**config.mk**
```make
export PLATFORM = sky130hd
export DESIGN_NAME = debug_uart_top
export DESIGN_NICKNAME = d
export VERILOG_FILES = /design/src/debug_uart_pkg.sv /design/src/dump_timer.sv /design/src/dump_sequencer.sv /design/src/uart_tx.sv /design/src/uart_rx.sv /design/src/debug_uart_top.sv
export SDC_FILE = /design/constraint.sdc
export NUM_CORES = 1
export LEC_CHECK = 0
export BUFFER_PORTS_ARGS = -buffer_cell sky130_fd_sc_hd__buf_2
export CAP_MARGIN = 20
export CORE_UTILIZATION = 50
export CTS_BUF_LIST = sky130_fd_sc_hd__clkbuf_16
export CTS_CLUSTER_DIAMETER = 80
export DETAILED_ROUTE_END_ITERATION = 8
export MAX_ROUTING_LAYER = met4
export PLACE_DENSITY_LB_ADDON = 0.05
export RECOVER_POWER = 25
export SETUP_SLACK_MARGIN = 0.15
export SLEW_MARGIN = 20
export SYNTH_ARGS = -nofsm -noshare
export SYNTH_HDL_FRONTEND = slang
export SYNTH_SLANG_ARGS = --single-unit
```
**constraint.sdc**
```tcl
create_clock -name i_clk_in -period 4.6 [get_ports i_clk_in]
set_input_delay 1.38 -clock i_clk_in [delete_from_list [all_inputs] [get_ports i_clk_in]]
set_output_delay 1.38 -clock i_clk_in [all_outputs]
set_load 0.005 [all_outputs]
```
**src/debug_uart_pkg.sv**
```systemverilog
/* widths, timing constants, vector types, the dump state enum
   and the structs passed between the bridge blocks */
package debug_uart_pkg;

    // status payload, sent most significant byte first
    localparam int STATUS_WIDTH = 16;
    localparam int STATUS_BYTES = STATUS_WIDTH / 8;

    // kept small for simulation, a hardware build raises both
    localparam int UART_TICKS_PER_BIT = 4;
    localparam int DUMP_PERIOD_TICKS = 400;

    localparam int BIT_TICK_WIDTH = $clog2(UART_TICKS_PER_BIT + 1);
    localparam int DUMP_COUNT_WIDTH = $clog2(DUMP_PERIOD_TICKS);
    localparam int BYTE_IDX_WIDTH = $clog2(STATUS_BYTES + 1);

    typedef logic [STATUS_WIDTH-1:0] status_word_t;
    typedef logic [7:0] uart_byte_t;
    typedef logic [BIT_TICK_WIDTH-1:0] bit_tick_t;
    typedef logic [2:0] bit_idx_t;
    typedef logic [BYTE_IDX_WIDTH-1:0] byte_idx_t;
    typedef logic [DUMP_COUNT_WIDTH-1:0] dump_count_t;

    localparam uart_byte_t NEWLINE_BYTE = 8'h0A;
    localparam bit_tick_t BIT_LAST_TICK = bit_tick_t'(UART_TICKS_PER_BIT - 1);
    // first receiver sample after the start edge, lands near mid-bit
    localparam bit_tick_t BIT_HALF_TICK = bit_tick_t'(UART_TICKS_PER_BIT / 2 - 1);
    localparam bit_idx_t BIT_IDX_LAST = 3'd7;
    localparam dump_count_t DUMP_LAST_COUNT = dump_count_t'(DUMP_PERIOD_TICKS - 1);
    localparam byte_idx_t BYTE_IDX_FULL = byte_idx_t'(STATUS_BYTES);

    typedef enum logic [1:0] {
        DUMP_IDLE,
        DUMP_START,
        DUMP_SEND,
        DUMP_WAIT
    } dump_state_t;

    typedef struct packed {
        logic       start;
        uart_byte_t data;
    } tx_req_t;

    typedef struct packed {
        uart_byte_t data;
        logic       valid;
        logic       busy;
    } rx_cmd_t;

endpackage

```
**src/dump_timer.sv**
```systemverilog
/* free-running dump request timer */
`timescale 1ns/1ps

module dump_timer
    import debug_uart_pkg::*;
(
    input  logic i_clk_in,
    input  logic i_reset,
    output logic o_dump_req
);

    dump_count_t count;

    // one request per wrap, sets the rate of the debug stream
    always_ff @(posedge i_clk_in) begin
        if (i_reset) begin
            count <= '0;
            o_dump_req <= 1'b0;
        end else if (count == DUMP_LAST_COUNT) begin
            count <= '0;
            o_dump_req <= 1'b1;
        end else begin
            count <= count + 1'b1;
            o_dump_req <= 1'b0;
        end
    end

endmodule

```
**src/dump_sequencer.sv**
```systemverilog
/* dump control FSM, latches the status word and feeds its bytes
   and the trailing newline to the UART transmitter */
`timescale 1ns/1ps

module dump_sequencer
    import debug_uart_pkg::*;
(
    input  logic         i_clk_in,
    input  logic         i_reset,
    input  logic         i_dump_req,
    input  logic         i_tx_busy,
    input  status_word_t i_status,
    output tx_req_t      o_tx_req,
    output dump_state_t  o_state
);

    dump_state_t  state;
    status_word_t status_q;
    byte_idx_t    byte_idx;
    logic         do_close;
    logic         tx_start;
    uart_byte_t   tx_data;
    uart_byte_t   next_byte;
    logic         accept;
    logic         issue;

    // requests outside idle are simply dropped
    assign accept = (state == DUMP_IDLE) && i_dump_req;
    assign issue = (state == DUMP_SEND) && !i_tx_busy;

    // index counts down, so the top byte goes out first
    always_comb begin
        next_byte = status_q[8*(byte_idx - 1'b1) +: 8];
    end

    always_ff @(posedge i_clk_in) begin
        if (i_reset) begin
            state <= DUMP_IDLE;
            byte_idx <= '0;
            do_close <= 1'b0;
            tx_start <= 1'b0;
        end else begin
            case (state)
                DUMP_IDLE: begin
                    if (accept) begin
                        byte_idx <= BYTE_IDX_FULL;
                        state <= DUMP_START;
                    end
                end
                DUMP_START: begin
                    // all payload bytes gone, newline comes next
                    if (byte_idx == '0) begin
                        do_close <= 1'b1;
                    end
                    state <= DUMP_SEND;
                end
                DUMP_SEND: begin
                    if (issue) begin
                        tx_start <= 1'b1;
                        state <= DUMP_WAIT;
                    end
                end
                DUMP_WAIT: begin
                    tx_start <= 1'b0;
                    // busy rises one cycle after start, so skip the start cycle
                    if (!i_tx_busy && !tx_start) begin
                        if (do_close) begin
                            do_close <= 1'b0;
                            state <= DUMP_IDLE;
                        end else begin
                            byte_idx <= byte_idx - 1'b1;
                            state <= DUMP_START;
                        end
                    end
                end
                default: begin
                    state <= DUMP_IDLE;
                end
            endcase
        end
    end

    // payload registers
    always_ff @(posedge i_clk_in) begin
        if (accept) begin
            status_q <= i_status;
        end
        if (issue) begin
            tx_data <= do_close ? NEWLINE_BYTE : next_byte;
        end
    end

    assign o_tx_req = '{start: tx_start, data: tx_data};
    assign o_state = state;

endmodule

```
**src/uart_tx.sv**
```systemverilog
/* 8N1 UART transmitter, one start bit, eight data bits lsb first,
   one stop bit */
`timescale 1ns/1ps

module uart_tx
    import debug_uart_pkg::*;
(
    input  logic    i_clk_in,
    input  logic    i_reset,
    input  tx_req_t i_tx_req,
    output logic    o_tx_busy,
    output logic    o_tx
);

    typedef enum logic [1:0] {
        TX_IDLE,
        TX_START,
        TX_DATA,
        TX_STOP
    } tx_state_t;

    tx_state_t  state;
    bit_tick_t  tick;
    bit_idx_t   bit_idx;
    uart_byte_t shift_q;

    always_ff @(posedge i_clk_in) begin
        if (i_reset) begin
            state <= TX_IDLE;
            tick <= '0;
            bit_idx <= '0;
            o_tx_busy <= 1'b0;
            o_tx <= 1'b1;
        end else begin
            case (state)
                TX_IDLE: begin
                    if (i_tx_req.start) begin
                        o_tx_busy <= 1'b1;
                        o_tx <= 1'b0;
                        tick <= '0;
                        state <= TX_START;
                    end
                end
                TX_START: begin
                    tick <= tick + 1'b1;
                    if (tick == BIT_LAST_TICK) begin
                        tick <= '0;
                        bit_idx <= '0;
                        o_tx <= shift_q[0];
                        state <= TX_DATA;
                    end
                end
                TX_DATA: begin
                    tick <= tick + 1'b1;
                    if (tick == BIT_LAST_TICK) begin
                        tick <= '0;
                        if (bit_idx == BIT_IDX_LAST) begin
                            o_tx <= 1'b1;
                            state <= TX_STOP;
                        end else begin
                            bit_idx <= bit_idx + 1'b1;
                            o_tx <= shift_q[0];
                        end
                    end
                end
                TX_STOP: begin
                    tick <= tick + 1'b1;
                    // full stop bit on the line before busy drops
                    if (tick == BIT_LAST_TICK) begin
                        tick <= '0;
                        o_tx_busy <= 1'b0;
                        state <= TX_IDLE;
                    end
                end
                default: begin
                    state <= TX_IDLE;
                end
            endcase
        end
    end

    // shifter loads on start and moves one place per data bit driven
    always_ff @(posedge i_clk_in) begin
        if (state == TX_IDLE && i_tx_req.start) begin
            shift_q <= i_tx_req.data;
        end else if (state != TX_IDLE && state != TX_STOP && tick == BIT_LAST_TICK) begin
            shift_q <= {1'b0, shift_q[7:1]};
        end
    end

endmodule

```
**src/uart_rx.sv**
```systemverilog
/* 8N1 UART receiver with input synchronizer, mid-bit sampling
   and stop bit check */
`timescale 1ns/1ps

module uart_rx
    import debug_uart_pkg::*;
(
    input  logic    i_clk_in,
    input  logic    i_reset,
    input  logic    i_rx,
    output rx_cmd_t o_cmd
);

    typedef enum logic [1:0] {
        RX_IDLE,
        RX_START,
        RX_DATA,
        RX_STOP
    } rx_state_t;

    rx_state_t  state;
    logic       rx_meta;
    logic       rx_sync;
    logic       rx_prev;
    bit_tick_t  tick;
    bit_idx_t   bit_idx;
    uart_byte_t shift_q;
    uart_byte_t cmd_data;
    logic       cmd_valid;
    logic       rx_busy;
    logic       sample;

    // two flops against metastability, a third for edge detection
    always_ff @(posedge i_clk_in) begin
        if (i_reset) begin
            rx_meta <= 1'b1;
            rx_sync <= 1'b1;
            rx_prev <= 1'b1;
        end else begin
            rx_meta <= i_rx;
            rx_sync <= rx_meta;
            rx_prev <= rx_sync;
        end
    end

    // mid-bit point for data and stop bits
    assign sample = (tick == BIT_LAST_TICK);

    always_ff @(posedge i_clk_in) begin
        if (i_reset) begin
            state <= RX_IDLE;
            tick <= '0;
            bit_idx <= '0;
            cmd_valid <= 1'b0;
            rx_busy <= 1'b0;
        end else begin
            cmd_valid <= 1'b0;
            tick <= tick + 1'b1;
            case (state)
                RX_IDLE: begin
                    tick <= '0;
                    if (rx_prev && !rx_sync) begin
                        rx_busy <= 1'b1;
                        state <= RX_START;
                    end
                end
                RX_START: begin
                    // line back high at mid-bit means a glitch, not a frame
                    if (tick == BIT_HALF_TICK) begin
                        tick <= '0;
                        bit_idx <= '0;
                        if (rx_sync) begin
                            rx_busy <= 1'b0;
                            state <= RX_IDLE;
                        end else begin
                            state <= RX_DATA;
                        end
                    end
                end
                RX_DATA: begin
                    if (sample) begin
                        tick <= '0;
                        bit_idx <= bit_idx + 1'b1;
                        if (bit_idx == BIT_IDX_LAST) begin
                            state <= RX_STOP;
                        end
                    end
                end
                RX_STOP: begin
                    if (sample) begin
                        tick <= '0;
                        cmd_valid <= rx_sync;
                        rx_busy <= 1'b0;
                        state <= RX_IDLE;
                    end
                end
                default: begin
                    state <= RX_IDLE;
                end
            endcase
        end
    end

    // payload, held until the next good frame
    always_ff @(posedge i_clk_in) begin
        if (state == RX_DATA && sample) begin
            shift_q <= {rx_sync, shift_q[7:1]};
        end
        if (state == RX_STOP && sample && rx_sync) begin
            cmd_data <= shift_q;
        end
    end

    assign o_cmd = '{data: cmd_data, valid: cmd_valid, busy: rx_busy};

endmodule

```
**src/debug_uart_top.sv**
```systemverilog
/* debug serial bridge top, periodic status dump out on tx and
   command bytes in from rx */
`timescale 1ns/1ps

module debug_uart_top
    import debug_uart_pkg::*;
(
    input  logic         i_clk_in,
    input  logic         i_reset,
    input  logic         i_rx,
    input  status_word_t i_status,
    output logic         o_tx,
    output rx_cmd_t      o_cmd,
    output dump_state_t  o_dump_state
);

    logic    dump_req;
    logic    tx_busy;
    tx_req_t tx_req;

    dump_timer dump_timer_i (
        .i_clk_in  (i_clk_in),
        .i_reset   (i_reset),
        .o_dump_req(dump_req)
    );

    // transmitter busy is the only back-pressure on the dump
    dump_sequencer dump_sequencer_i (
        .i_clk_in  (i_clk_in),
        .i_reset   (i_reset),
        .i_dump_req(dump_req),
        .i_tx_busy (tx_busy),
        .i_status  (i_status),
        .o_tx_req  (tx_req),
        .o_state   (o_dump_state)
    );

    uart_tx uart_tx_i (
        .i_clk_in (i_clk_in),
        .i_reset  (i_reset),
        .i_tx_req (tx_req),
        .o_tx_busy(tx_busy),
        .o_tx     (o_tx)
    );

    // command path runs independently of the dump
    uart_rx uart_rx_i (
        .i_clk_in(i_clk_in),
        .i_reset (i_reset),
        .i_rx    (i_rx),
        .o_cmd   (o_cmd)
    );

endmodule

```
==> impl_metrics.yaml <==
hold_path:
  hold_path_class: "register to register"
global_routing:
  grt_pass1_wl_um: 9580
  grt_util_met2_pct: 24.7
  antenna_found_initial: 0
  grtUsageMet3_pct: 3.92
  grt_use_met1_pct: 21.8
  busiest_layer: "met2"
  grt_overflow: 0
  first_global_vias: 2080
  grt_max_degree: 36
  grt_use_total_pct: 17.0
clocking:
  cts_resized: 0
  cts.clk_slew.worst_paths_ns: 0.06
  clock_latency_ns: 0.33
  cts_made_buffers: 9
  ctsHoldBuffers: 0
  cts_max_level: 3
  cts.sinks: 87
  clockBufferDepth: 2
  post_cts_buffers: 0
  cts_tree: "built"
  cts_root_buf: "clkbuf_16"
synthesis:
  synth_nets: 360
  ys_warn_count: 0
  async_reset_ff_share_pct: 0
  synthAdderAreaFrac_pct: 7.67
  synth_top_family_by_area: "simple AND/OR/NAND/NOR gates"
  syn-cell-area_mm2: 0.00375
  synth_xor_area_share_pct: 0.934
  synthSimpleGateAreaFrac_pct: 16.0
  synth_ff_type: "edfxtp_1"
  ys_top_cells_by_count: "48 x edfxtp_1, 42 x nor2_1, 39 x dfxtp_1, 23 x ha_1, 19 x a21oi_1"
  synthesis.instances: 318
  synth_top_cell_by_area: "edfxtp_1"
  synth_seq_cells: 87
  synth_most_common_cell: "edfxtp_1"
  yosys.cell_types.count: 46
  synth_top_cell_area_share_pct: 38.4
  ys_seq_area_share_pct: 59.2
  synth_edf_count: 48
  avgSynthCellArea_um2: 11.8
  muxShareOfSynthArea_pct: 5.57
  synth_compound_area_share_pct: 7.37
  synth_area_leaders: "edfxtp_1 38%, dfxtp_1 21%, ha_1 7.7%"
timing:
  min_period_ns: 2.27
  slew_headroom_pct: 55.0
  rsz0062_at_grt: "no"
  tns_ns: 0
  finalHoldWorstSlack_ns: 0.411
  skew_ns: 0.00786
  finalMaxSlewViolations: 0
  setup_viol_count_final: 0
  hold_viol_final: 0
  min_period_over_period_pct: 49.4
  setup_ws_ns: 2.33
  fmax_mhz: 440
  tightest_slew_ns: 0.676
layout:
  multi_input_area_mm2: 0.00141
  num_antenna_cells: 0
  drive_gt1_share_pct: 18.1
  fin_area_mm2: 0.00431
  seq_area_mm2: 0.00222
  syn_to_final_growth_pct: 14.9
  final_nets: 390
  final_core_util_pct: 59.4
  fillers: 609
worst_setup_path:
  cp-end-kind: "output pin"
  worst-r2r-setup-slack_ns: 2.81
  crit_buf_inv: 1
  arrival_ns: 0.89
  critPathRequiredTime_ns: 3.22
  critPathSlowestCell: "dfxtp_1"
  critPathMaxStageDelay_ns: 0.41
  critPathKind: "register to output pin"
  critical-path-top-delay-family: "flip-flops"
  path_cells: "buf_2"
  path_max_fanout: 6
  start_kind: "register"
routing:
  drt_iter0_drc: 65
  antenna_left: 0
  vias_per_cell: 4.98
  drt-total-wl_um: 5570
  vias: 2252
  firstDrtPassIters: 4
  wl_per_cell_um: 12.3
  drc: 0
floorplanning:
  initial_core_util_pct: 51.7
  die_h_um: 88.6
  core_area_mm2: 0.00725
  io_pins: 32
  rows: 31
  design.die.area_mm2: 0.00785
  die_x_um: 88.6
outcome:
  status: "completed"
pwr:
  ir_drop_mv: 0.306
  seq_power_share_pct: 46.8
  pwr-share-clk_pct: 44.9
  power.switching_mw: 0.405
  power.density_mw_per_mm2: 429
  internal_power_mw: 1.45
  swShare_pct: 21.9
  combPwrFrac_pct: 8.3
  p_leak_nw: 1.55
flow_run:
  drv_cap: 0
place:
  place_area_mm2: 0.00396
  place_ws_ns: 2.26
  portBuffers: 31
  gp_congestion: 0.759
  dp_hpwl_um: 3810
==> sequential cells by signal, summed over array words and instances (netlist names), 3 cells and up, named ones only <==
name,count
uart_rx_i.shift_q,8
uart_rx_i.bit_idx,3
dump_timer_i.count,9
uart_tx_i.bit_idx,3
uart_rx_i.cmd_data,8
uart_tx_i.shift_q,8
uart_tx_i.tick,3
dump_sequencer_i.status_q,16
uart_rx_i.tick,3
dump_sequencer_i.tx_data,8
==> layout by cell type (no fill, tap or decap), drive strengths merged, types with 2 or more instances in the layout <==
cell	count
edfxtp	48
nor2	42
dfxtp	39
buf	31
ha	23
a21oi	19
inv	17
nand2b	13
mux2i	13
nand2	10
nor3	10
clkbuf	9
nor2b	8
mux2	7
o21ai	7
nand3	6
or2	6
nand3b	5
nand4	3
xnor2	3
and3	3
bufinv	3
a211oi	3
nor4b	2
or3	2
nor3b	2
a31oi	2
o21bai	2
==> power groups by stage <==
stage	registers, mW	logic, mW	clock network, mW
CTS	0.866	0.156	0.851
global route	0.869	0.175	0.883
finish	0.866	0.154	0.830
global placement	0.882	0.153	0
detailed placement	0.883	0.155	0
floorplan	0.872	0.131	0
==> metal layers <==
metal  up-vias  part of all wire [%]
met5         -                     0
met4         0                   2.2
met3         8                   2.3
met2        31                    44
met1      1030                    52
li1       1183                     -
==> worst paths after layout <==
kind / from / endpoint / depth (start not counted)
worst max-delay path: dump_sequencer_i.o_state[1] / o_dump_state[1] / 1
worst min-delay path: uart_rx_i.rx_meta / uart_rx_i.rx_sync / 1
worst max register to register: dump_sequencer_i.byte_idx[0] / dump_sequencer_i.tx_data[2] / 5
worst min register to register: uart_rx_i.rx_meta / uart_rx_i.rx_sync / 1
==> per-stage QoR <==
stage | instances | total power [mW]
after floorplan | 318 | 1.00
final | 452 | 1.85
after global placement | 436 | 1.04
after global routing | 452 | 1.93
after detailed placement | 436 | 1.04
after CTS | 452 | 1.87
==> cells by family after synthesis <==
kind of cell    count (synthesis)
mux                            20
xor+xnor                        4
fa+ha+maj                      23
flops                          87
simple gates                  116
buf+inv                        26
compound gates                 42
==> area by class of cell <==
class / instances / area share [%]
multi-input cells: 205 / 32.6
clock inverters: 7 / 2.87
clock buffers: 9 / 5.23
well taps: 99 / 2.87
repair buffers: 31 / 3.60
inverters: 14 / 1.22
flip-flops and latches: 87 / 51.6
Note: power is estimated with default switching activity, not from simulation.
